[config.mk]
export PLATFORM = sky130hd
export DESIGN_NAME = mem_wb_regs
export DESIGN_NICKNAME = d
export VERILOG_FILES = /design/src/verilog/rvseed_pkg.sv /design/src/verilog/mem_wb_regs.sv
export SDC_FILE = /design/constraint.sdc
export NUM_CORES = 1
export LEC_CHECK = 0
export BUFFER_PORTS_ARGS = -buffer_cell sky130_fd_sc_hd__buf_2
export CORE_AREA = 3 3 134 136
export DETAILED_ROUTE_END_ITERATION = 10
export DIE_AREA = 0 0 137 139
export PLACE_DENSITY = 0.77
export SYNTH_ARGS = -nofsm -noshare
export SYNTH_HDL_FRONTEND = slang
export SYNTH_SLANG_ARGS = --single-unit
[constraint.sdc]
create_clock -name clk -period 7.13 [get_ports clk]
set_clock_uncertainty 0.15 [all_clocks]
set_input_delay 1.426 -clock clk [delete_from_list [all_inputs] [get_ports clk]]
set_output_delay 1.426 -clock clk [all_outputs]
set_load 0.1 [all_outputs]
[src/verilog/rvseed_pkg.sv]
package rvseed_pkg;

	// data path
	localparam int CPU_WIDTH      = 64;
	localparam int REG_ADDR_WIDTH = 5;
	localparam int ALU_OP_WIDTH   = 5;

	// alu op codes, 0 is left unused
	localparam logic [ALU_OP_WIDTH-1:0] ALU_ADD  = 5'd1;
	localparam logic [ALU_OP_WIDTH-1:0] ALU_SUB  = 5'd2;
	localparam logic [ALU_OP_WIDTH-1:0] ALU_AND  = 5'd3;
	localparam logic [ALU_OP_WIDTH-1:0] ALU_OR   = 5'd4;
	localparam logic [ALU_OP_WIDTH-1:0] ALU_XOR  = 5'd5;
	localparam logic [ALU_OP_WIDTH-1:0] ALU_SLL  = 5'd6;  // shift by src2[5:0]
	localparam logic [ALU_OP_WIDTH-1:0] ALU_SRL  = 5'd7;
	localparam logic [ALU_OP_WIDTH-1:0] ALU_SRA  = 5'd8;
	localparam logic [ALU_OP_WIDTH-1:0] ALU_SLT  = 5'd9;
	localparam logic [ALU_OP_WIDTH-1:0] ALU_SLTU = 5'd10;

	// load extension codes on expand_signed
	localparam logic [3:0] LD_B  = 4'd1;
	localparam logic [3:0] LD_H  = 4'd2;
	localparam logic [3:0] LD_W  = 4'd3;
	localparam logic [3:0] LD_D  = 4'd4;
	localparam logic [3:0] LD_BU = 4'd5;
	localparam logic [3:0] LD_HU = 4'd6;
	localparam logic [3:0] LD_WU = 4'd7;

	localparam logic [CPU_WIDTH-1:0] RESET_PC = 64'h0000_0000_8000_0000;

	// data ram, 64 doublewords = 512 bytes
	localparam int RAM_WORDS = 64;
	localparam int RAM_AW    = 6;

endpackage

[src/verilog/mem_wb_regs.sv]
`timescale 1ns/1ps

module mem_wb_regs (
	input  logic                                  clk,
	input  logic                                  rst_n,
	input  logic                                  reg_wen_i,
	input  logic [rvseed_pkg::REG_ADDR_WIDTH-1:0] reg_waddr_i,
	input  logic [rvseed_pkg::CPU_WIDTH-1:0]      alu_res_i,
	input  logic [2:0]                            rd_buf_flag_i,
	input  logic [3:0]                            expand_signed_i,
	input  logic [2:0]                            byte_off_i,
	input  logic                                  ebreak_flag_i,
	input  logic [rvseed_pkg::CPU_WIDTH-1:0]      pc_i,
	input  logic [rvseed_pkg::CPU_WIDTH-1:0]      ram_rdata_i,
	output logic                                  wb_wen_o,
	output logic [rvseed_pkg::REG_ADDR_WIDTH-1:0] wb_waddr_o,
	output logic [rvseed_pkg::CPU_WIDTH-1:0]      wb_wdata_o,
	output logic                                  ebreak_o,
	output logic [rvseed_pkg::CPU_WIDTH-1:0]      ebreak_pc_o
);

	localparam int W = rvseed_pkg::CPU_WIDTH;

	logic         load_q;
	logic [W-1:0] alu_res_q;
	logic [3:0]   expand_q;
	logic [2:0]   byte_off_q;
	logic [W-1:0] ld_data;
	logic [W-1:0] ld_ext;

	always_ff @(posedge clk or negedge rst_n) begin
		if (!rst_n) begin
			wb_wen_o    <= 1'b0;
			load_q      <= 1'b0;
			ebreak_o    <= 1'b0;
			ebreak_pc_o <= rvseed_pkg::RESET_PC;
		end else begin
			wb_wen_o    <= reg_wen_i && (reg_waddr_i != '0);  // x0 stays zero
			load_q      <= rd_buf_flag_i != 3'd0;
			ebreak_o    <= ebreak_flag_i;
			ebreak_pc_o <= pc_i;
		end
	end

	always_ff @(posedge clk) begin
		wb_waddr_o <= reg_waddr_i;
		alu_res_q  <= alu_res_i;
		expand_q   <= expand_signed_i;
		byte_off_q <= byte_off_i;
	end

	// ram data already registered inside data_ram
	always_comb begin
		ld_data = ram_rdata_i >> {byte_off_q, 3'b000};
		case (expand_q)
			rvseed_pkg::LD_B:  ld_ext = {{(W-8){ld_data[7]}}, ld_data[7:0]};
			rvseed_pkg::LD_H:  ld_ext = {{(W-16){ld_data[15]}}, ld_data[15:0]};
			rvseed_pkg::LD_W:  ld_ext = {{(W-32){ld_data[31]}}, ld_data[31:0]};
			rvseed_pkg::LD_BU: ld_ext = {{(W-8){1'b0}}, ld_data[7:0]};
			rvseed_pkg::LD_HU: ld_ext = {{(W-16){1'b0}}, ld_data[15:0]};
			rvseed_pkg::LD_WU: ld_ext = {{(W-32){1'b0}}, ld_data[31:0]};
			default:           ld_ext = ld_data;  // LD_D
		endcase
	end

	assign wb_wdata_o = load_q ? ld_ext : alu_res_q;

endmodule

==> metrics <==
most common cell after layout, fill and taps aside=buf_2; Total Neg Setup Slack=0 ns; final period utilization=0.768; Power Total=2.60 mW; DRC=0; share of layout cells above drive strength 1=0.529; setup bufs post-CTS=0; routed len/inst=21.1 um; Hold Crit Class=input port to flop; Synth Net Count=748; routability congestion estimate=0.853; leak pwr=4.17 nW; Die Span X=137 um; main combinational cell family by area after synthesis=compound AO/OA/AOI/OAI gates; sw frac=0.413; vias in the first global route=5880; Mapped Cells=537; Internal=1.52 mW; final worst slack=1.65 ns; Routed Antenna Nets=0; CTS buffer count=17; post-layout min period=5.48 ns; most frequent cells in the layout=buf_2, nor2_1, dfxtp_1; minimum hold slack=0.949 ns; combinational power share=0.321; Flop pwr share=0.333; placed insts=1065; Fillers=1571; GRT overflow=0; Area contributors post-synth=dfrtp_1, dfxtp_1, mux2i_1; # H-tree levels=4; top_reg_cell synth=dfxtp_1; Critical Path AT=3.90 ns; clock slew seen by the registers of the worst setup and hold paths=0.07 ns; number of synthesized register bits=143; Simple-Gate Fraction of Synth Area=0.0870; Root Driver=clkbuf_16; Buffers on Ports=345; Syn Std Cell Area=6370 um^2; first-pass GRT wire length=33.9 mm; largest net degree at the start of global routing=72; status=finished, final reports clean; Core Box Area=17100 um^2; post-synth cell types=41; Routed WL=23.2 mm; num ports=346; yosys warns=0; Clock Sinks=143; CTS tree=yes; GRT Resource Usage Total=0.238; crit path capture type=primary output; Final Hold Fails=0; WP data required=5.55 ns; Setup WS pre-CTS=1.68 ns; Max clock buf depth=2; Setup CP Type=input port to primary output; Post-Layout Cell Count=1099; Compound-Gate Fraction of Synth Area=0.208; Pre-antenna DRT Iters=5; area added between synthesis and finish=38.6%; cell accounting for the most synthesized area=dfrtp_1; Max Slew Vio Count=0; crit path to=wb_wdata_o[19]; CP Max Fanout=56; syn_area_per_cell=11.9 um^2; Synth top area share=0.259; Post-CTS Resized=0; # rows=48; number of enable flip-flop cells after synthesis=0; initial antenna violation count=5; worst-margin pin slew=1.00 ns; XOR/XNOR Fraction of Synth Area=0; FMAX=183 MHz; chip height=139 um; vias per std cell=5.19; Via Count=5704; RSZ-0062 raised after global routing=false; mux contribution to synthesized area=0.165; Initial Util=0.374; Post-DP Area=8230 um^2; NetSw=1.07 mW; post-layout util=0.518; Async S/R FF share, synth=0.469; DP Wirelength=18.0 mm; cts hold-fix bufs=0; Synth Area in Adders=0; slew margin rel.=0.329; sequential area share after synthesis=0.502; Iteration-0 DRC Markers=386; power share of the clock group=0.347; Final setup viols=0; Max Cap Violations=0; post-route cell area=8830 um^2; Final nets=1070; crit path from=ram_rdata_i[63]; CP startpoint kind=input port; Die Footprint=19000 um^2; PD cells=294 nW/um^2; Max VDD drop=231 uV
## critical path, stage by stage
cell and delay (ns):
buf_2 0.13, mux2i_1 0.14, mux4_2 0.51, or4_4 0.86, a41oi_1 0.35, buf_2 0.46
## routing by layer
metal | GRT usage | routed length (um)
met5 | 0 | 47
met4 | 0.110 | 850
met3 | 0.0900 | 2380
met2 | 0.403 | 11600
met1 | 0.261 | 8350
## worst min-delay path by stage
stage	from	end	slack, ns	depth (start not counted)
after floorplan	rst_n	ebreak_o	0.98	0
after global placement	alu_res_i[9]	alu_res_q[9]	1.38	1
after detailed placement	alu_res_i[1]	alu_res_q[1]	1.38	1
after CTS	pc_i[31]	ebreak_pc_o[31]	0.93	1
after global routing	pc_i[31]	ebreak_pc_o[31]	0.92	1
final	pc_i[31]	ebreak_pc_o[31]	0.95	1
## logic make-up (layout without fill, tap and decap cells)
family	Yosys count	after routing
buffers and inverters	51	386
muxes	85	85
AOI/OAI and AO/OA	140	140
other	0	2
and+or+nand+nor	118	118
DFF	143	143
## cells in the mapped netlist, types with 4 or more instances
master     count
dfxtp_1       76
nor2_1        76
dfrtp_1       66
mux2i_1       62
a41oi_2       32
clkbuf_1      30
a21boi_0      17
a41oi_1       16
o21a_1        16
mux4_2        15
o22ai_1       15
o21ai_0       14
nand2b_1      12
a31oi_2        8
buf_2          8
mux2_2         8
a21oi_1        7
and3_1         7
or2_2          7
o2bb2ai_1      6
buf_6          5
buf_1          4
nor2b_1        4
## flip-flops by register name, indices dropped and copies added (netlist names)
| signal | cells |
|---|---|
| alu_res_q | 64 |
| wb_waddr_o | 5 |
| wb_wen_o | 1 |
| byte_off_q | 3 |
| ebreak_pc_o | 64 |
| expand_q | 4 |
| load_q | 1 |
| ebreak_o | 1 |
## final cells by class
class / count / area [um^2] / share of cell area
antenna: 2 / 5.00 / 0.000567
multi-input combinational: 343 / 2950 / 0.334
tap: 225 / 282 / 0.0319
timing repair buffer: 352 / 1780 / 0.201
clock inverter: 15 / 174 / 0.0197
clock buffer: 17 / 425 / 0.0482
inverter: 2 / 7.51 / 0.000850
sequential: 143 / 3210 / 0.363
## power groups by stage
| stage | sequential, mW | clock [mW] | combinational, mW |
|---|---|---|---|
| floorplan | 1.03 | 0 | 0.502 |
| global placement | 0.880 | 0 | 0.830 |
| detailed placement | 0.881 | 0 | 0.835 |
| CTS | 0.865 | 0.922 | 0.836 |
| global route | 0.869 | 0.963 | 0.863 |
| finish | 0.864 | 0.901 | 0.834 |
No activity file was read; power rests on OpenSTA's default activity.
