**src/verilog/rvseed_pkg.sv**
```systemverilog
package rvseed_pkg;

	// data path
	localparam int CPU_WIDTH      = 64;
	localparam int REG_ADDR_WIDTH = 5;
	localparam int ALU_OP_WIDTH   = 5;

	// alu op codes, 0 is left unused
	localparam logic [ALU_OP_WIDTH-1:0] ALU_ADD  = 5'd1;
	localparam logic [ALU_OP_WIDTH-1:0] ALU_SUB  = 5'd2;
	localparam logic [ALU_OP_WIDTH-1:0] ALU_AND  = 5'd3;
	localparam logic [ALU_OP_WIDTH-1:0] ALU_OR   = 5'd4;
	localparam logic [ALU_OP_WIDTH-1:0] ALU_XOR  = 5'd5;
	localparam logic [ALU_OP_WIDTH-1:0] ALU_SLL  = 5'd6;  // shift by src2[5:0]
	localparam logic [ALU_OP_WIDTH-1:0] ALU_SRL  = 5'd7;
	localparam logic [ALU_OP_WIDTH-1:0] ALU_SRA  = 5'd8;
	localparam logic [ALU_OP_WIDTH-1:0] ALU_SLT  = 5'd9;
	localparam logic [ALU_OP_WIDTH-1:0] ALU_SLTU = 5'd10;

	// load extension codes on expand_signed
	localparam logic [3:0] LD_B  = 4'd1;
	localparam logic [3:0] LD_H  = 4'd2;
	localparam logic [3:0] LD_W  = 4'd3;
	localparam logic [3:0] LD_D  = 4'd4;
	localparam logic [3:0] LD_BU = 4'd5;
	localparam logic [3:0] LD_HU = 4'd6;
	localparam logic [3:0] LD_WU = 4'd7;

	localparam logic [CPU_WIDTH-1:0] RESET_PC = 64'h0000_0000_8000_0000;

	// data ram, 64 doublewords = 512 bytes
	localparam int RAM_WORDS = 64;
	localparam int RAM_AW    = 6;

endpackage

```
**src/verilog/ex_mem_regs.sv**
```systemverilog
`timescale 1ns/1ps

module ex_mem_regs (
	input  logic                                  clk,
	input  logic                                  rst_n,
	input  logic                                  reg_wen_ex_mem_i,
	input  logic [rvseed_pkg::REG_ADDR_WIDTH-1:0] reg_waddr_ex_mem_i,
	input  logic [rvseed_pkg::ALU_OP_WIDTH-1:0]   alu_op_ex_mem_i,
	input  logic [rvseed_pkg::CPU_WIDTH-1:0]      alu_src1_ex_mem_i,
	input  logic [rvseed_pkg::CPU_WIDTH-1:0]      alu_src2_ex_mem_i,
	input  logic [rvseed_pkg::CPU_WIDTH-1:0]      alu_res_ex_mem_i,
	input  logic                                  s_flag_ex_mem_i,
	input  logic [31:0]                           s_imm_ex_mem_i,
	input  logic [7:0]                            wmask_ex_mem_i,
	input  logic [2:0]                            rd_buf_flag_ex_mem_i,
	input  logic [3:0]                            expand_signed_ex_mem_i,
	input  logic                                  ebreak_flag_ex_mem_i,
	input  logic [rvseed_pkg::CPU_WIDTH-1:0]      pc_ex_mem_i,
	output logic                                  reg_wen_ex_mem_o,
	output logic [rvseed_pkg::REG_ADDR_WIDTH-1:0] reg_waddr_ex_mem_o,
	output logic [rvseed_pkg::ALU_OP_WIDTH-1:0]   alu_op_ex_mem_o,
	output logic [rvseed_pkg::CPU_WIDTH-1:0]      alu_src1_ex_mem_o,
	output logic [rvseed_pkg::CPU_WIDTH-1:0]      alu_src2_ex_mem_o,
	output logic [rvseed_pkg::CPU_WIDTH-1:0]      alu_res_ex_mem_o,
	output logic                                  s_flag_ex_mem_o,
	output logic [31:0]                           s_imm_ex_mem_o,
	output logic [7:0]                            wmask_ex_mem_o,
	output logic [2:0]                            rd_buf_flag_ex_mem_o,
	output logic [3:0]                            expand_signed_ex_mem_o,
	output logic                                  ebreak_flag_ex_mem_o,
	output logic [rvseed_pkg::CPU_WIDTH-1:0]      pc_ex_mem_o
);

	always_ff @(posedge clk or negedge rst_n) begin
		if (!rst_n) begin
			reg_wen_ex_mem_o       <= 1'b0;
			reg_waddr_ex_mem_o     <= '0;
			alu_op_ex_mem_o        <= '0;
			alu_src1_ex_mem_o      <= '0;
			alu_src2_ex_mem_o      <= '0;
			alu_res_ex_mem_o       <= '0;
			s_flag_ex_mem_o        <= 1'b0;
			s_imm_ex_mem_o         <= '0;
			wmask_ex_mem_o         <= '0;
			rd_buf_flag_ex_mem_o   <= '0;
			expand_signed_ex_mem_o <= '0;
			ebreak_flag_ex_mem_o   <= 1'b0;
			pc_ex_mem_o            <= rvseed_pkg::RESET_PC;  // boot address
		end else begin
			reg_wen_ex_mem_o       <= reg_wen_ex_mem_i;
			reg_waddr_ex_mem_o     <= reg_waddr_ex_mem_i;
			alu_op_ex_mem_o        <= alu_op_ex_mem_i;
			alu_src1_ex_mem_o      <= alu_src1_ex_mem_i;
			alu_src2_ex_mem_o      <= alu_src2_ex_mem_i;
			alu_res_ex_mem_o       <= alu_res_ex_mem_i;
			s_flag_ex_mem_o        <= s_flag_ex_mem_i;
			s_imm_ex_mem_o         <= s_imm_ex_mem_i;
			wmask_ex_mem_o         <= wmask_ex_mem_i;
			rd_buf_flag_ex_mem_o   <= rd_buf_flag_ex_mem_i;
			expand_signed_ex_mem_o <= expand_signed_ex_mem_i;
			ebreak_flag_ex_mem_o   <= ebreak_flag_ex_mem_i;
			pc_ex_mem_o            <= pc_ex_mem_i;
		end
	end

	// decoder contract seen by the memory stage
	a_store_no_wb: assert property (@(posedge clk) disable iff (!rst_n)
		s_flag_ex_mem_o |-> !reg_wen_ex_mem_o);
	a_store_mask: assert property (@(posedge clk) disable iff (!rst_n)
		s_flag_ex_mem_o |-> wmask_ex_mem_o != 8'h00);
	// load address comes straight from the alu
	a_load_add: assert property (@(posedge clk) disable iff (!rst_n)
		(rd_buf_flag_ex_mem_o != 3'd0) |-> alu_op_ex_mem_o == rvseed_pkg::ALU_ADD);

endmodule

```
**config.mk**
```make
export PLATFORM = sky130hd
export DESIGN_NAME = ex_mem_regs
export DESIGN_NICKNAME = d
export VERILOG_FILES = /design/src/verilog/rvseed_pkg.sv /design/src/verilog/ex_mem_regs.sv
export SDC_FILE = /design/constraint.sdc
export NUM_CORES = 1
export LEC_CHECK = 0
export BUFFER_PORTS_ARGS = -buffer_cell sky130_fd_sc_hd__buf_2
export CORE_AREA = 2 2 247 249
export CTS_CLUSTER_DIAMETER = 120
export DETAILED_ROUTE_END_ITERATION = 12
export DIE_AREA = 0 0 249 251
export PLACE_DENSITY = 0.34
export RECOVER_POWER = 100
export SKIP_CTS_REPAIR_TIMING = 1
export SYNTH_ARGS = -nofsm -noshare
export SYNTH_HDL_FRONTEND = slang
export SYNTH_SLANG_ARGS = --single-unit
```
**constraint.sdc**
```tcl
create_clock -name clk -period 1.4 [get_ports clk]
set_input_delay 0.42 -clock clk [delete_from_list [all_inputs] [get_ports clk]]
set_output_delay 0.42 -clock clk [all_outputs]
set_load 0.05 [all_outputs]
```
==> results of run 1 <==
synth_stat cells:
cell	n
dfstp_2	1
dfrtp_1	315
flip-flops by register name (all words and copies together), names as in the netlist:
name,flops
alu_res_ex_mem_o,64
alu_src1_ex_mem_o,64
alu_src2_ex_mem_o,64
pc_ex_mem_o,64
s_imm_ex_mem_o,32
wmask_ex_mem_o,8
alu_op_ex_mem_o,5
reg_waddr_ex_mem_o,5
expand_signed_ex_mem_o,4
rd_buf_flag_ex_mem_o,3
ebreak_flag_ex_mem_o,1
reg_wen_ex_mem_o,1
s_flag_ex_mem_o,1
stage by stage:
step | TNS [ps] | std cells
6_report | -20450 | 2132
4_1_cts | -54070 | 1815
3_3_place_gp | 0 | 1754
2_1_floorplan | 0 | 316
5_1_grt | -38320 | 2132
3_5_place_dp | 0 | 1754
cells by family (layout without fill, tap and decap cells):
kind of cell | Yosys count | after routing | synth area share, %
buffers and inverters | 0 | 1033 | 0
flip-flops | 316 | 316 | 100.0
other | 0 | 1 | 0
how the worst max path moves through the flow:
stage	from	endpoint	slack [ps]	cells after the start
detailed placement	pc_ex_mem_o[31]	pc_ex_mem_o[31]	220	1
global route	pc_ex_mem_o[31]	pc_ex_mem_o[31]	-280	1
finish	pc_ex_mem_o[31]	pc_ex_mem_o[31]	-220	1
floorplan	pc_ex_mem_o[31]	pc_ex_mem_o[31]	320	0
CTS	pc_ex_mem_o[31]	pc_ex_mem_o[31]	-370	1
global placement	pc_ex_mem_o[31]	pc_ex_mem_o[31]	220	1
power breakdown:
part	internal, mW	leakage (nW)	total, mW	switching, mW
registers	9.61	3.68	9.83	0.220
clock network	5.53	0.566	9.07	3.54
logic	1.81	4.56	4.20	2.39
layer usage:
metal	up-vias	track usage, %	part of all wire (%)
met5	-	0	0
met4	0	3.532	3.3
met3	57	3.500	8.0
met2	324	13.81	56
met1	3231	7.309	33
li1	3007	-	-
cell type report:
type	count	share of cell area (%)
Antenna cell	1	0.01352
Clock inverter	4	0.2434
Clock buffer	57	5.950
Sequential cell	316	42.74
Timing Repair Buffer	972	45.76
Tap cell	782	5.288
==> impl_results.md, run 1 <==
- WP data required: 980 ps
- Hold Fails Final Rpt: 0
- Initial Utilization: 13.23%
- Port buffer count: 633
- Core Box Area: 59790 um^2
- Vias/cell: 3.105
- DRC Markers: 0
- Iter 0 DRT Violations: 138
- Clk root buf: clkbuf_16
- Hold slack: 76.14 ps
- Min cycle time layout: 1623 ps
- Vias in the first global route: 5863
- Hold Crit Depth: 1
- Nets@finish: 1643
- Largest net degree at the start of global routing: 40
- Placement Cell Area: 12330 um^2
- Placement Setup Slack: 218.3 ps
- Worst hold start: alu_src1_ex_mem_i[7]
- FF/Latch Area: 7909 um^2
- Failing checks: negative setup slack
- Worst-case clock buffer depth: 3
- Startpoint types: flop
- Syn Area/Cell: 25.03 um^2
- Antenna Nets Post-Route: 0
- Peak per-stage delay on the critical path: 540 ps
- I/O Pins: 634
- Critical path's slowest cell: dfstp_2
- Clock sinks: 316
- Buffers plus inverters on the worst setup path: 1
- Vias: 6619
- Critical path data arrival time: 1200 ps
- Area of the multi-input gates: 0 um^2
- Most frequent cells in the layout: 319 x buf_6, 316 x dlygate4sd3_1, 315 x dfrtp_1, 310 x buf_2, 37 x clkbuf_16
- GRT Total Usage: 7.606%
- CP Max Fanout: 1
- Global-route wire length before repair: 35.44 mm
- CTS tree: done
- Fin crit share: 115.9%
- Drt wl/cell: 13.34 um
- Final HPWL DP: 19.53 mm
- Synth Register Bits: 316
- Share of cells above drive strength 1: 51.82%
- Post-route setup slack: -222.6 ps
- Slew @ Worst Pin: 715.6 ps
- WHS Endpoint: alu_src1_ex_mem_o[7]
- Total CTS buffers: 35
- Mapped Cells: 316
- Post-synth top area cell: dfrtp_1
- Critical path's top delay family: flip-flops
- Top cells by area, synth: dfrtp_1 100%, dfstp_2 0.33%
- Clock input transition at the sequential cells of the worst setup and hold paths: 60 ps
- Final instance area: 18500 um^2
- Final setup fails: 316
- Max-cap violations: 0
- Comb_multi_in: 0
- Min-delay worst type: in -> reg
- Syn Nets: 634
- Syn. warnings: 0
- Row count: 90
- Gp weighted congestion: 0.7460
- Grt ovf: 0
- Worst VDD drop: 0.0008573 V
- Area delta synth->final: 134.0%
- Fin util: 30.95%
- Crit end category: output port
- FILL cells: 5978
- Area share of the largest cell type after synthesis: 99.67%
- WS Path Type: reg -> out
- F_max: 0.6163 GHz
- Commonest non-fill, non-tap cell in the layout: buf_6
- Initial antenna violation count: 2
- Seq/Total Area, Yosys: 100.0%
- Status: complete, but fails checks
- Post-synthesis cell area: 7909 um^2
- H-tree levels: 2
- RSZ-0062 raised after global routing: true
- DIE AREA: 62500 um^2
- Library cells used by synthesis: 2
- Slew Limit Fails: 0
- Cell area power density: 1248 nW/um^2
- Leak: 8.811 nW
- Power, Total: 23.10 mW
- Die width: 249 um
- Vert. Die Dim: 251 um
- Slew headroom: 52.29%
- Worst path cell trace: buf_8
- WL final: 28.45 mm
- Drt first pass iters: 4
Power figures use the tool's default switching activity.
==> run 2, diff against run 1 <==
- BUFFER_PORTS_ARGS: -buffer_cell sky130_fd_sc_hd__buf_2 -> default
- CORE_AREA: 2 2 247 249 -> 2 2 249 251
- DIE_AREA: 0 0 249 251 -> 0 0 251 253
- DONT_BUFFER_PORTS: default -> 1
- PLACE_DENSITY: 0.34 -> 0.3
==> impl_results.md, run 2 <==
- Mapped Cells: 316 (unchanged)
- Syn Nets: 634 (unchanged)
- Total CTS buffers: 34 (-2.9%)
- Worst-case clock buffer depth: 3 (unchanged)
- I/O Pins: 634 (unchanged)
- Clk root buf: clkbuf_16
- Post-synth top area cell: dfrtp_1
- Largest net degree at the start of global routing: 317
- Clock sinks: 316 (unchanged)
- Last stage: global routing
- Fraction of registers with async set/reset: 100.0% (unchanged)
- Row count: 91 (+1.1%)
- Cell count after placement: 1119 (-36%)
- H-tree levels: 2 (unchanged)
- Area share of the largest cell type after synthesis: 99.67% (unchanged)
- Library cells used by synthesis: 2 (unchanged)
- Most frequent cells after synthesis: 315 x dfrtp_1, 1 x dfstp_2
- Synth Register Bits: 316 (unchanged)
- First error: [ERROR RSZ-0060] Max buffer count reached.
- Placement Cell Area: 8995 um^2 (-27%)
- Initial Utilization: 12.96% (-0.27 points)
- Syn Area/Cell: 25.03 um^2 (unchanged)
- Gp weighted congestion: 0.6905 (-7.4%)
- Post-synth EDFFs: 0 (unchanged)
- Post-synthesis cell area: 7909 um^2 (unchanged)
- Worst endpoint type: primary output
- Dominant synthesized flop cell: dfrtp_1
- GR repair worst EP: pc_ex_mem_o[31]
- Port buffer count: 0 (-100%)
- Die width: 251 um (+0.80%)
- Seq/Total Area, Yosys: 100.0% (unchanged)
- Top cells by area, synth: dfrtp_1 100%, dfstp_2 0.33%
- Syn. warnings: 0 (unchanged)
- Status: stopped before the end
- Vert. Die Dim: 253 um (+0.80%)
- Most frequent cell after synthesis: dfrtp_1
-- run 2: cell counts after synthesis --
Identical to the previous run, type by type.
-- run 2: cells by family after synthesis --
logic type	count (synthesis)	synth area share, %
flip-flops	316	100.0
-- run 2: through the flow --
stage	setup slack [ps]	utilization [%]	hold WS (ps)	setup TNS [ps]
after CTS	-277.7	16.54	-458.3	-69640
after global placement	315.6	14.74	132.5	0
after floorplan	324.5	-	124.4	0
after detailed placement	311.5	14.74	131.1	0
==> run 3, diff against run 2 <==
- CORE_AREA: 2 2 249 251 -> 2 2 250 252
- CTS_CLUSTER_DIAMETER: 120 -> default
- DIE_AREA: 0 0 251 253 -> 0 0 252 254
- PLACE_DENSITY: 0.3 -> default
- PLACE_DENSITY_LB_ADDON: default -> 0.15
==> impl_results.md, run 3 <==
- Syn. warnings: 0 (unchanged)
- Row count: 91 (unchanged)
- Final HPWL DP: 14.26 mm
- Placement Setup Slack: 315.2 ps (+3.665 ps)
- Most frequent cells after synthesis: 315 x dfrtp_1, 1 x dfstp_2
- H-tree levels: 2 (unchanged)
- Syn Nets: 634 (unchanged)
- Fraction of registers with async set/reset: 100.0% (unchanged)
- GR repair worst EP: pc_ex_mem_o[31]
- Area share of the largest cell type after synthesis: 99.67% (unchanged)
- Initial Utilization: 12.91% (-0.048 points)
- Total CTS buffers: 35 (+2.9%)
- Vert. Die Dim: 254 um (+0.40%)
- Post-synth top area cell: dfrtp_1
- Status: stopped before the end
- Most frequent cell after synthesis: dfrtp_1
- Last stage: global routing
- Die width: 252 um (+0.40%)
- Top cells by area, synth: dfrtp_1 100%, dfstp_2 0.33%
- Library cells used by synthesis: 2 (unchanged)
- I/O Pins: 634 (unchanged)
- Post-synthesis cell area: 7909 um^2 (unchanged)
- Largest net degree at the start of global routing: 317
- Clock sinks: 316 (unchanged)
- Synth Register Bits: 316 (unchanged)
- First error: [ERROR RSZ-0060] Max buffer count reached.
- Mapped Cells: 316 (unchanged)
- Post-synth EDFFs: 0 (unchanged)
- Seq/Total Area, Yosys: 100.0% (unchanged)
- Clk root buf: clkbuf_16
- Dominant synthesized flop cell: dfrtp_1
- Syn Area/Cell: 25.03 um^2 (unchanged)
- Worst endpoint type: primary output
- Worst-case clock buffer depth: 3 (unchanged)
- Port buffer count: 0 (unchanged)
- Gp weighted congestion: 0.6813 (-1.3%)
-- run 3: cell families after synthesis --
logic type / Yosys count / synth area share [%]
flip-flops: 316 / 100.0
-- run 3: stage by stage --
stage	std cells	TNS [ps]	instance area, um^2	hold WS [ps]
after floorplan	316	0	7909	124.4
after global placement	1127	0	9055	132.6
after detailed placement	1127	0	9055	130.7
after CTS	1189	-68200	10270	-454.2
