`src/verilog/rvseed_pkg.sv`:
```
package rvseed_pkg;

	// data path
	localparam int CPU_WIDTH      = 64;
	localparam int REG_ADDR_WIDTH = 5;
	localparam int ALU_OP_WIDTH   = 5;

	// alu op codes, 0 is left unused
	localparam logic [ALU_OP_WIDTH-1:0] ALU_ADD  = 5'd1;
	localparam logic [ALU_OP_WIDTH-1:0] ALU_SUB  = 5'd2;
	localparam logic [ALU_OP_WIDTH-1:0] ALU_AND  = 5'd3;
	localparam logic [ALU_OP_WIDTH-1:0] ALU_OR   = 5'd4;
	localparam logic [ALU_OP_WIDTH-1:0] ALU_XOR  = 5'd5;
	localparam logic [ALU_OP_WIDTH-1:0] ALU_SLL  = 5'd6;  // shift by src2[5:0]
	localparam logic [ALU_OP_WIDTH-1:0] ALU_SRL  = 5'd7;
	localparam logic [ALU_OP_WIDTH-1:0] ALU_SRA  = 5'd8;
	localparam logic [ALU_OP_WIDTH-1:0] ALU_SLT  = 5'd9;
	localparam logic [ALU_OP_WIDTH-1:0] ALU_SLTU = 5'd10;

	// load extension codes on expand_signed
	localparam logic [3:0] LD_B  = 4'd1;
	localparam logic [3:0] LD_H  = 4'd2;
	localparam logic [3:0] LD_W  = 4'd3;
	localparam logic [3:0] LD_D  = 4'd4;
	localparam logic [3:0] LD_BU = 4'd5;
	localparam logic [3:0] LD_HU = 4'd6;
	localparam logic [3:0] LD_WU = 4'd7;

	localparam logic [CPU_WIDTH-1:0] RESET_PC = 64'h0000_0000_8000_0000;

	// data ram, 64 doublewords = 512 bytes
	localparam int RAM_WORDS = 64;
	localparam int RAM_AW    = 6;

endpackage

```
`src/verilog/mem_stage.sv`:
```
`timescale 1ns/1ps

module mem_stage (
	input  logic                               s_flag_i,
	input  logic [31:0]                        s_imm_i,
	input  logic [7:0]                         wmask_i,
	input  logic [rvseed_pkg::CPU_WIDTH-1:0]   alu_src1_i,
	input  logic [rvseed_pkg::CPU_WIDTH-1:0]   alu_src2_i,
	input  logic [rvseed_pkg::CPU_WIDTH-1:0]   alu_res_i,
	input  logic [2:0]                         rd_buf_flag_i,
	output logic [rvseed_pkg::RAM_AW-1:0]      ram_addr_o,
	output logic                               ram_we_o,
	output logic [7:0]                         ram_be_o,
	output logic [rvseed_pkg::CPU_WIDTH-1:0]   ram_wdata_o,
	output logic [2:0]                         byte_off_o
);

	logic [rvseed_pkg::CPU_WIDTH-1:0] store_addr;
	logic [rvseed_pkg::CPU_WIDTH-1:0] mem_addr;
	logic                             is_load;
	logic                             misaligned;

	// store address = rs1 + sext(imm)
	assign store_addr = alu_src1_i + {{(rvseed_pkg::CPU_WIDTH-32){s_imm_i[31]}}, s_imm_i};
	assign mem_addr   = s_flag_i ? store_addr : alu_res_i;
	assign is_load    = rd_buf_flag_i != 3'd0;

	// word index and byte lane
	assign ram_addr_o = mem_addr[rvseed_pkg::RAM_AW+2:3];
	assign byte_off_o = mem_addr[2:0];

	// lane shift of mask and data
	assign ram_we_o    = s_flag_i;
	assign ram_be_o    = s_flag_i ? (wmask_i << byte_off_o) : 8'h00;
	assign ram_wdata_o = alu_src2_i << {byte_off_o, 3'b000};

	// size taken from the mask, each wider size needs one more zero low bit
	assign misaligned = (wmask_i[1] & byte_off_o[0]) |
			    (wmask_i[3] & byte_off_o[1]) |
			    (wmask_i[7] & byte_off_o[2]);

	always_comb begin
		if (s_flag_i || is_load) begin
			a_aligned: assert final (!misaligned)
				else $error("misaligned access, mask %h offset %0d", wmask_i, byte_off_o);
		end
		a_one_access: assert final (!(s_flag_i && is_load))
			else $error("store and load in the same slot");
	end

endmodule

```
`config.mk`:
```
export PLATFORM = sky130hd
export DESIGN_NAME = mem_stage
export DESIGN_NICKNAME = d
export VERILOG_FILES = /design/src/verilog/rvseed_pkg.sv /design/src/verilog/mem_stage.sv
export SDC_FILE = /design/constraint.sdc
export NUM_CORES = 1
export LEC_CHECK = 0
export ABC_CLOCK_PERIOD_IN_PS = 2440
export BUFFER_PORTS_ARGS = -buffer_cell sky130_fd_sc_hd__buf_2
export CAP_MARGIN = 25
export CORE_AREA = 2 2 122 124
export DETAILED_ROUTE_END_ITERATION = 16
export DIE_AREA = 0 0 124 126
export SETUP_SLACK_MARGIN = 0.2
export SKIP_LAST_GASP = 1
export SLEW_MARGIN = 20
export SYNTH_ARGS = -nofsm -noshare
export SYNTH_HDL_FRONTEND = slang
export SYNTH_SLANG_ARGS = --single-unit
```
`constraint.sdc`:
```
create_clock -name vclk -period 2.44
set_input_delay 0 -clock vclk [all_inputs]
set_output_delay 0 -clock vclk [all_outputs]
set_load 0.02 [all_outputs]
```
==> parameters.txt, run 1 <==
Parameter                              Value

Outcome
  Status    completed

STA
  Max Clk Rate    0.482 GHz
  Unrepaired setup endpoints after global routing    no
  Final period demand of the worst path    2.07 ns
  Headroom to the max-slew limit    65.8%
  Final count of hold timing violations    0
  Measured slew at the worst slew-check pin    0.500 ns
  Max-slew violation count    0
  Smallest setup slack after layout    0.365 ns
  Portion of the clock cycle consumed by the worst path in the final layout    85.0%
  Count of final setup violators    0
  Summed negative setup slack over all endpoints    0 ns

Critical path
  Ordered cell list for the critical path    buf_2 > ha_2 > inv_2 > fa_1 > xnor2_1 > mux2i_4 > inv_2 > mux2_2 > buf_2
  Data required, critical path    2.44 ns
  Delay contributed by the slowest stage of the critical path    0.45 ns
  Critical path's slowest cell    fa_1
  Type of the worst setup path    in -> out
  Endpoint kind of the worst setup timing path    output pin
  Crit path max fanout    19
  CP startpoint kind    input pin
  Critical path arrival    2.07 ns

Logic synthesis
  Synth area leaders    mux2i_1 (35%), mux2_2 (11%), and2_1 (6.5%), nand2_1 (4.5%), ha_1 (4.0%)
  Area leader, netlist    mux2i_1
  Synthesized area per cell    7.72 sq um
  Sequential element share of the synthesized area    0%
  Number of instances in the synthesized netlist    325
  Yosys warnings    0
  Total standard cell area after synthesis    0.00251 sq mm
  Post-Synthesis Net Count    570
  Library cell with the highest instance count after synthesis    mux2i_1
  Top cells by instance count after synthesis    mux2i_1 (88), nand2_1 (30), and2_1 (26), mux2_2 (24), buf_2 (15)
  Number of distinct library cells after synthesis    49
  Fraction of post-synthesis cell area in the top cell type by area    35.1%

Pwr
  Sequential cell fraction of total power    0%
  VDD IR-drop max    145 uV
  Portion of total power attributed to combinational logic    100.0%
  Switching pwr    0.830 mW
  Total Power    1.43 mW
  Fraction of power consumed by the clock network    0%
  Switching power as a share of total power    58.1%
  PD cells    382 mW/mm^2
  Total leakage power    1.99 nW
  Internal power    0.599 mW

Floorplanning
  Die footprint    0.0156 sq mm
  IO Count    318
  Effective utilization at floorplan    17.5%
  Number of core rows    44
  Placeable core area    0.0143 sq mm
  Horizontal die dimension    124 um
  Chip Height    126 um

Clock tree
  Number of resized instances in the post-cts repair step    0
  Hold-fix buffer count after cts    0
  Number of buffers inserted to repair setup after CTS    0

Layout
  Net count, final    746
  Layout cell share with drive strength beyond 1    49.1%
  Count of clock buffers in the final design    0
  Seq Cell Count    0
  Growth of design area from synthesis to finish    49.1%
  Util after Layout    26.1%
  Total area of sequential cells    0 sq um
  Finished Cell Area    0.00374 sq mm

Detailed routing
  Count of vias placed by the detailed router    3180
  Post-detailed-routing wire length    10.7 mm
  Avg Vias per Cell    4.65
  Initial DRC Count    75
  Wire length per cell    15.7 um
  Count of antenna-violating nets left after detailed routing    0
  DRT Pass-1 Iters    5
  DRC Markers    0

Place
  Cell area after placement    0.00371 sq mm
  Placement Setup Slack    0.245 ns
  Half-perimeter wire length after placement    8.89 mm
  GPL Wtd Cong    0.814
  Number of port buffers    182

Global routing
  Pin count of the biggest net entering global routing    37
  Total GRT Usage    12.6%
  Global route total overflow    0
  Number of antenna violations at the first check in global routing    1
  Global-route wire length before repair    15.8 mm
  Vias in the first global route    3030

Hold path
  Start point of the worst hold path    alu_res_i[4]
  Hold-critical path depth    4
  Endpoint with the worst hold slack    ram_addr_o[1]
  Min-Delay Path Class    in -> out

Job
  Maxcap violations    0
[placed cells by master, fill, tap and decap left out, drive strengths merged, types with 3 or more instances in the layout]
cell type	instances
buf	196
mux2i	88
nand2	31
and2	26
mux2	24
nor2	14
nand3	12
nor3	12
inv	11
o21ai	10
o2bb2ai	9
a31o	8
ha	8
a21oi	7
xor2	3
o21a	3
o31ai	3
[critical path, delay by kind of cell]
family / cells / cell delay (ns)
XOR/XNOR: 1 / 0.33
adder cells (fa/ha/maj): 2 / 0.63
buffers and inverters: 4 / 0.59
multiplexers: 2 / 0.52
[stage by stage]
stage,hold slack (ns),std cells
after floorplan,0.113,325
after global placement,0.331,683
after detailed placement,0.319,683
after CTS,0.320,683
after global routing,0.341,683
final,0.318,684
[kinds of logic after synthesis]
| logic type | Yosys count | share of synthesized area [%] |
|---|---|---|
| AOI/OAI and AO/OA | 61 | 18.6 |
| xor gates and xnor gates | 4 | 1.40 |
| adders and majority gates | 9 | 4.79 |
| buffers and inverters | 34 | 6.49 |
| muxes | 114 | 47.7 |
| and+or+nand+nor | 103 | 21.0 |
[cell type report]
type | count | area, sq um
fillers | 1610 | 10600
inverters | 11 | 46.3
repair buffers | 197 | 1080
diodes | 1 | 2.50
well taps | 184 | 230
multi-input cells | 291 | 2380
[worst max-delay path by stage]
stage               cells past startpoint               to          start
CTS                                    10      ram_be_o[6]     s_imm_i[0]
global route                           10  ram_wdata_o[33]  alu_src1_i[0]
floorplan                               8  ram_wdata_o[32]     s_imm_i[0]
detailed placement                     10      ram_be_o[6]     s_imm_i[0]
finish                                  9  ram_wdata_o[61]     s_imm_i[0]
global placement                       10      ram_be_o[6]     s_imm_i[0]
[metal layers]
metal / GRT usage (%) / part of all wire, % / up-vias
met4: 1.12 / 0.91 / 0
met1: 17.8 / 48 / 1446
met5: 0 / 0 / -
met3: 1.59 / 7.8 / 10
met2: 21.1 / 43 / 158
li1: - / - / 1566
[power by group through the flow]
stage	logic, mW	registers, mW	clock network [mW]
after global routing	1.55	0	0
after floorplan	0.940	0	0
final	1.43	0	0.0000000548
after global placement	1.41	0	0
after CTS	1.42	0	0
after detailed placement	1.42	0	0
No activity file was read; power rests on OpenSTA's default activity.
==> run 2, diff against run 1 <==
--- a/config.mk
+++ b/config.mk
@@ -5,10 +5,11 @@
 export SDC_FILE = /design/constraint.sdc
 export NUM_CORES = 1
 export LEC_CHECK = 0
+export ABC_AREA = 1
 export ABC_CLOCK_PERIOD_IN_PS = 2440
 export BUFFER_PORTS_ARGS = -buffer_cell sky130_fd_sc_hd__buf_2
 export CAP_MARGIN = 25
-export CORE_AREA = 2 2 122 124
+export CORE_AREA = 3 3 121 123
 export DETAILED_ROUTE_END_ITERATION = 16
 export DIE_AREA = 0 0 124 126
 export SETUP_SLACK_MARGIN = 0.2
==> parameters.txt, run 2 <==
Parameter                              Value

Outcome
  Status    completed

Logic synthesis
  Sequential element share of the synthesized area    0% (unchanged)
  Fraction of post-synthesis cell area in the top cell type by area    35.7% (+0.57 points)
  Number of instances in the synthesized netlist    627 (+93%)
  Number of distinct library cells after synthesis    30 (-39%)
  Library cell with the highest instance count after synthesis    nand2_1
  Synthesized area per cell    4.70 sq um (-39%)
  Total standard cell area after synthesis    0.00294 sq mm (+17%)
  Synth area leaders    nand2_1 (36%), nand3_1 (16%), inv_1 (8.0%), o211ai_1 (5.9%), o21ai_0 (4.8%)
  Yosys warnings    0 (unchanged)
  Top cells by instance count after synthesis    nand2_1 (280), nand3_1 (97), inv_1 (63), nor2_1 (31), o21ai_0 (28)
  Area leader, netlist    nand2_1
  Post-Synthesis Net Count    872 (+53%)

Place
  Placement Setup Slack    0.385 ns (+0.140 ns)
  Half-perimeter wire length after placement    10.8 mm (+21%)
  Number of port buffers    182 (unchanged)
  Cell area after placement    0.00403 sq mm (+8.6%)
  GPL Wtd Cong    0.902 (+11%)

Floorplanning
  Number of core rows    43 (-2.3%)
  Die footprint    0.0156 sq mm (unchanged)
  Horizontal die dimension    124 um (unchanged)
  Placeable core area    0.0138 sq mm (-3.8%)
  Effective utilization at floorplan    21.4% (+3.9 points)
  Chip Height    126 um (unchanged)
  IO Count    318 (unchanged)

STA
  Measured slew at the worst slew-check pin    0.576 ns (+0.0757 ns)
  Portion of the clock cycle consumed by the worst path in the final layout    84.8% (-0.20 points)
  Final count of hold timing violations    0 (unchanged)
  Smallest setup slack after layout    0.370 ns (+0.00495 ns)
  Count of final setup violators    0 (unchanged)
  Headroom to the max-slew limit    61.5% (-4.3 points)
  Unrepaired setup endpoints after global routing    no
  Max-slew violation count    0 (unchanged)
  Final period demand of the worst path    2.07 ns (-0.00495 ns)
  Summed negative setup slack over all endpoints    0 ns (unchanged)
  Max Clk Rate    0.483 GHz (+0.24%)

Global routing
  Number of antenna violations at the first check in global routing    3 (+2)
  Global route total overflow    0 (unchanged)
  Total GRT Usage    15.8% (+3.2 points)
  Pin count of the biggest net entering global routing    52 (+41%)
  Global-route wire length before repair    19.6 mm (+24%)
  Vias in the first global route    3541 (+17%)

Pwr
  Switching power as a share of total power    66.2% (+8.1 points)
  Sequential cell fraction of total power    0% (unchanged)
  Switching pwr    0.954 mW (+15%)
  Internal power    0.487 mW (-19%)
  Portion of total power attributed to combinational logic    100.0% (about the same)
  Fraction of power consumed by the clock network    0% (unchanged)
  PD cells    358 mW/mm^2 (-6.4%)
  Total leakage power    2.50 nW (+26%)
  VDD IR-drop max    127 uV (-12%)
  Total Power    1.44 mW (+0.79%)

Critical path
  Timing endpoint of the critical path    ram_wdata_o[55]
  Logic depth of the worst setup path including buffers    12 (+3)
  Data required, critical path    2.44 ns (about the same)
  Endpoint kind of the worst setup timing path    output pin
  Source of the critical timing path    s_imm_i[0]
  Critical path's slowest cell    fa_1
  Family with the most delay on the worst path    buffers and inverters
  Critical path arrival    2.07 ns (about the same)
  Delay contributed by the slowest stage of the critical path    0.40 ns (-0.05 ns)
  Ordered cell list for the critical path    buf_2 > ha_1 > inv_1 > fa_1 > nand2_1 > inv_2 > nor2_4 > buf_4 > o211ai_1 > nand3_1 > nand2_1 > buf_2
  CP startpoint kind    input pin
  Crit path max fanout    23 (+4)
  Type of the worst setup path    in -> out
  Crit path buffers/inverters    5 (+1)

Clock tree
  Hold-fix buffer count after cts    0 (unchanged)
  Number of resized instances in the post-cts repair step    0 (unchanged)
  Number of buffers inserted to repair setup after CTS    0 (unchanged)

Detailed routing
  Wire length per cell    13.7 um (-12%)
  Initial DRC Count    306 (+310%)
  DRT Pass-1 Iters    5 (unchanged)
  DRC Markers    0 (unchanged)
  Count of vias placed by the detailed router    4310 (+36%)
  Count of antenna-violating nets left after detailed routing    0 (unchanged)
  Avg Vias per Cell    4.49 (-3.4%)
  Post-detailed-routing wire length    13.2 mm (+23%)

Layout
  Layout cell share with drive strength beyond 1    28.2% (-21 points)
  Seq Cell Count    0 (unchanged)
  Total area of sequential cells    0 sq um (unchanged)
  Most used cells in the layout excluding fill and tap cells    nand2_1 (280), buf_2 (182), nand3_1 (97)
  Net count, final    1026 (+38%)
  Most common cell after layout, fill and taps aside    nand2_1
  Growth of design area from synthesis to finish    36.8%
  Count of clock buffers in the final design    0 (unchanged)
  Finished Cell Area    0.00403 sq mm (+7.7%)

Job
  Maxcap violations    0 (unchanged)

Hold path
  Min-Delay Path Class    in -> out
run 2: logic make-up (layout without fill, tap and decap cells):
group,Yosys count,in the layout,synth area share (%)
other cells,0,1,0
buf+inv,108,260,16.6
xor+xnor,2,2,0.595
fa+ha+maj,9,9,4.08
simple gates,442,442,65.4
compound gates,66,66,13.3
run 2: cell type report:
class	count	area, sq um
Fill cell	1690	9750
Multi-Input combinational cell	519	2460
Timing Repair Buffer	194	1090
Inverter	66	248
Tap cell	180	225
Antenna cell	1	2.50
run 2: worst min path at each step:
stage | slack [ns] | from | cells past startpoint | to
after floorplan | 0.11 | s_flag_i | 1 | ram_we_o
after global placement | 0.32 | s_flag_i | 2 | ram_we_o
after detailed placement | 0.32 | s_flag_i | 2 | ram_we_o
after CTS | 0.32 | s_flag_i | 2 | ram_we_o
after global routing | 0.33 | s_flag_i | 2 | ram_we_o
final | 0.32 | s_flag_i | 2 | ram_we_o
run 2: power by group through the flow:
stage,clock network (mW),logic [mW],registers [mW]
floorplan,0,0.960,0
global placement,0,1.43,0
detailed placement,0,1.44,0
CTS,0,1.44,0
global route,0.0000000550,1.59,0
finish,0.0000000550,1.44,0
run 2: metal layers:
metal / wire length [um] / track usage [%]
met5: 14 / 0
met3: 881 / 1.21
met1: 7170 / 27.9
met2: 4940 / 20.3
met4: 159 / 1.87
run 2: through the flow:
stage	hold slack, ns	cells	utilization, %
after floorplan	0.113	627	-
after global placement	0.321	959	29.2
after detailed placement	0.322	959	29.2
after CTS	0.323	959	29.2
after global routing	0.334	960	29.2
final	0.325	960	29.2
==> run 3, diff against run 2 <==
--- a/config.mk
+++ b/config.mk
@@ -5,13 +5,13 @@
 export SDC_FILE = /design/constraint.sdc
 export NUM_CORES = 1
 export LEC_CHECK = 0
-export ABC_AREA = 1
-export ABC_CLOCK_PERIOD_IN_PS = 2440
+export ABC_AREA = 0
+export ABC_CLOCK_PERIOD_IN_PS = 1900
 export BUFFER_PORTS_ARGS = -buffer_cell sky130_fd_sc_hd__buf_2
 export CAP_MARGIN = 25
-export CORE_AREA = 3 3 121 123
+export CORE_AREA = 3 3 122 124
 export DETAILED_ROUTE_END_ITERATION = 16
-export DIE_AREA = 0 0 124 126
+export DIE_AREA = 0 0 125 127
 export SETUP_SLACK_MARGIN = 0.2
 export SKIP_LAST_GASP = 1
 export SLEW_MARGIN = 20
==> constraint.sdc (replaced) <==
create_clock -name vclk -period 1.9
set_input_delay 0 -clock vclk [all_inputs]
set_output_delay 0 -clock vclk [all_outputs]
set_load 0.02 [all_outputs]
==> parameters.txt, run 3 (synthesis gave the netlist of run 1 again) <==
Parameter                              Value

Outcome
  Status    finished with violations
  Violated checks    setup timing

Critical path
  Family with the most delay on the worst path    adder cells
  Critical path arrival    1.91 ns (-0.16 ns)
  Crit path max fanout    7 (-70%)
  Delay contributed by the slowest stage of the critical path    0.57 ns (+0.17 ns)
  Source of the critical timing path    alu_src1_i[0]
  CP startpoint kind    input pin
  Crit path buffers/inverters    6 (+1)
  Endpoint kind of the worst setup timing path    output pin
  Cell repeated most along the worst path    buf_6
  Data required, critical path    1.90 ns (-0.54 ns)
  Critical path's slowest cell    fa_2
  Type of the worst setup path    in -> out
  Ordered cell list for the critical path    buf_6 > ha_4 > inv_2 > fa_2 > nand2_4 > nand2_8 > clkinv_8 > buf_12 > clkbuf_16 > mux2i_1 > mux2_2 > buf_6

Detailed routing
  Count of vias placed by the detailed router    3530 (-18%)
  Post-detailed-routing wire length    13.7 mm (+3.9%)
  DRT Pass-1 Iters    4 (-1)
  Count of antenna-violating nets left after detailed routing    0 (unchanged)
  DRC Markers    0 (unchanged)
  Avg Vias per Cell    4.88 (+8.8%)
  Initial DRC Count    144 (-53%)
  Wire length per cell    18.9 um (+38%)

Global routing
  Pin count of the biggest net entering global routing    36 (-31%)
  Total GRT Usage    12.4% (-3.3 points)
  Vias in the first global route    3278 (-7.4%)
  Global-route wire length before repair    16.7 mm (-15%)
  Global route total overflow    0 (unchanged)
  Number of antenna violations at the first check in global routing    0 (-3)

Floorplanning
  Number of core rows    43 (unchanged)
  Effective utilization at floorplan    18.1% (-3.3 points)
  Die footprint    0.0159 sq mm (+1.6%)
  Placeable core area    0.0139 sq mm (+0.78%)
  Chip Height    127 um (+0.79%)
  IO Count    318 (unchanged)
  Horizontal die dimension    125 um (+0.81%)

STA
  Measured slew at the worst slew-check pin    0.432 ns (-0.143 ns)
  Portion of the clock cycle consumed by the worst path in the final layout    101%
  Max-slew violation count    0 (unchanged)
  Final period demand of the worst path    1.91 ns
  Unrepaired setup endpoints after global routing    yes
  Max Clk Rate    0.523 GHz
  Headroom to the max-slew limit    70.3% (+8.9 points)
  Smallest setup slack after layout    -0.0106 ns (-0.381 ns)
  Summed negative setup slack over all endpoints    -0.0144 ns (-0.0144 ns)
  Count of final setup violators    3 (+3)
  Final count of hold timing violations    0 (unchanged)

Place
  GPL Wtd Cong    0.875 (-2.9%)
  Half-perimeter wire length after placement    8.80 mm (-18%)
  Placement Setup Slack    -0.0934 ns (-0.478 ns)
  Number of port buffers    182 (unchanged)

Layout
  Filler Cells Inserted    1395 (-17%)
  Most used cells in the layout excluding fill and tap cells    buf_2 (129), mux2i_1 (69), buf_6 (58)
  Count of clock buffers in the final design    0 (unchanged)
  Antenna cell count    0 (-1)
  Multi-input combinational cell area    0.00308 sq mm (+25%)
  Growth of design area from synthesis to finish    116%
  Most common cell after layout, fill and taps aside    buf_2
  Total area of sequential cells    0 sq um (unchanged)
  Layout cell share with drive strength beyond 1    69.1% (+41 points)
  Seq Cell Count    0 (unchanged)
  Net count, final    790 (-23%)

Clock tree
  Hold-fix buffer count after cts    0 (unchanged)

Pwr
  Total leakage power    2.58 nW (+2.9%)
  PD cells    534 mW/mm^2 (+49%)
  VDD IR-drop max    269 uV (+110%)

Hold path
  Min-Delay Path Class    in -> out
  Start point of the worst hold path    s_flag_i

Job
  Maxcap violations    0 (unchanged)
## run 3: repair_timing
item | 4_1_cts | 5_1_grt
endpoints found under the setup margin | 71 | 73
setup buffers | 4 | 11
endpoints found under the hold margin | 0 | 0
gates resized for setup | 30 | 221
pin swaps | 4 | 32
cloned | 2 | 11
## run 3: final cells by class
type               count  area share [%]
inverters             11            1.13
repair buffers       241            37.9
multi-input cells    291            56.8
well taps            180            4.15
## run 3: report_power, final
group	internal (mW)	switching (mW)	total, mW
Clock	0	0	0
Sequential	0	0	0
Combinational	1.46	1.44	2.90
## run 3: per-layer routing
metal	global-route usage, %	share of wire, %	wire length (um)	up-vias
li1	-	-	-	1667
met1	16.7	43	5850	1679
met2	21.3	49	6770	165
met3	2.01	6.2	843	19
met4	2.42	1.6	218	0
met5	0	0	0	-
## run 3: per-stage QoR
step           power [mW]  instance area (sq um)  utilization [%]  std cells  hold WS, ns
5_1_grt              3.05                   5420             39.1        723        0.314
4_1_cts              2.12                   4180             30.1        701        0.305
2_1_floorplan        1.27                   2610                -        325        0.113
3_3_place_gp         1.96                   3970             28.6        695        0.303
3_5_place_dp         1.97                   3970             28.6        695        0.305
6_report             2.90                   5420             39.1        723        0.298
## run 3: final timing paths
path | endpoint | slack [ns] | depth (start not counted)
max | ram_wdata_o[63] | -0.01 | 12
min | ram_we_o | 0.30 | 2
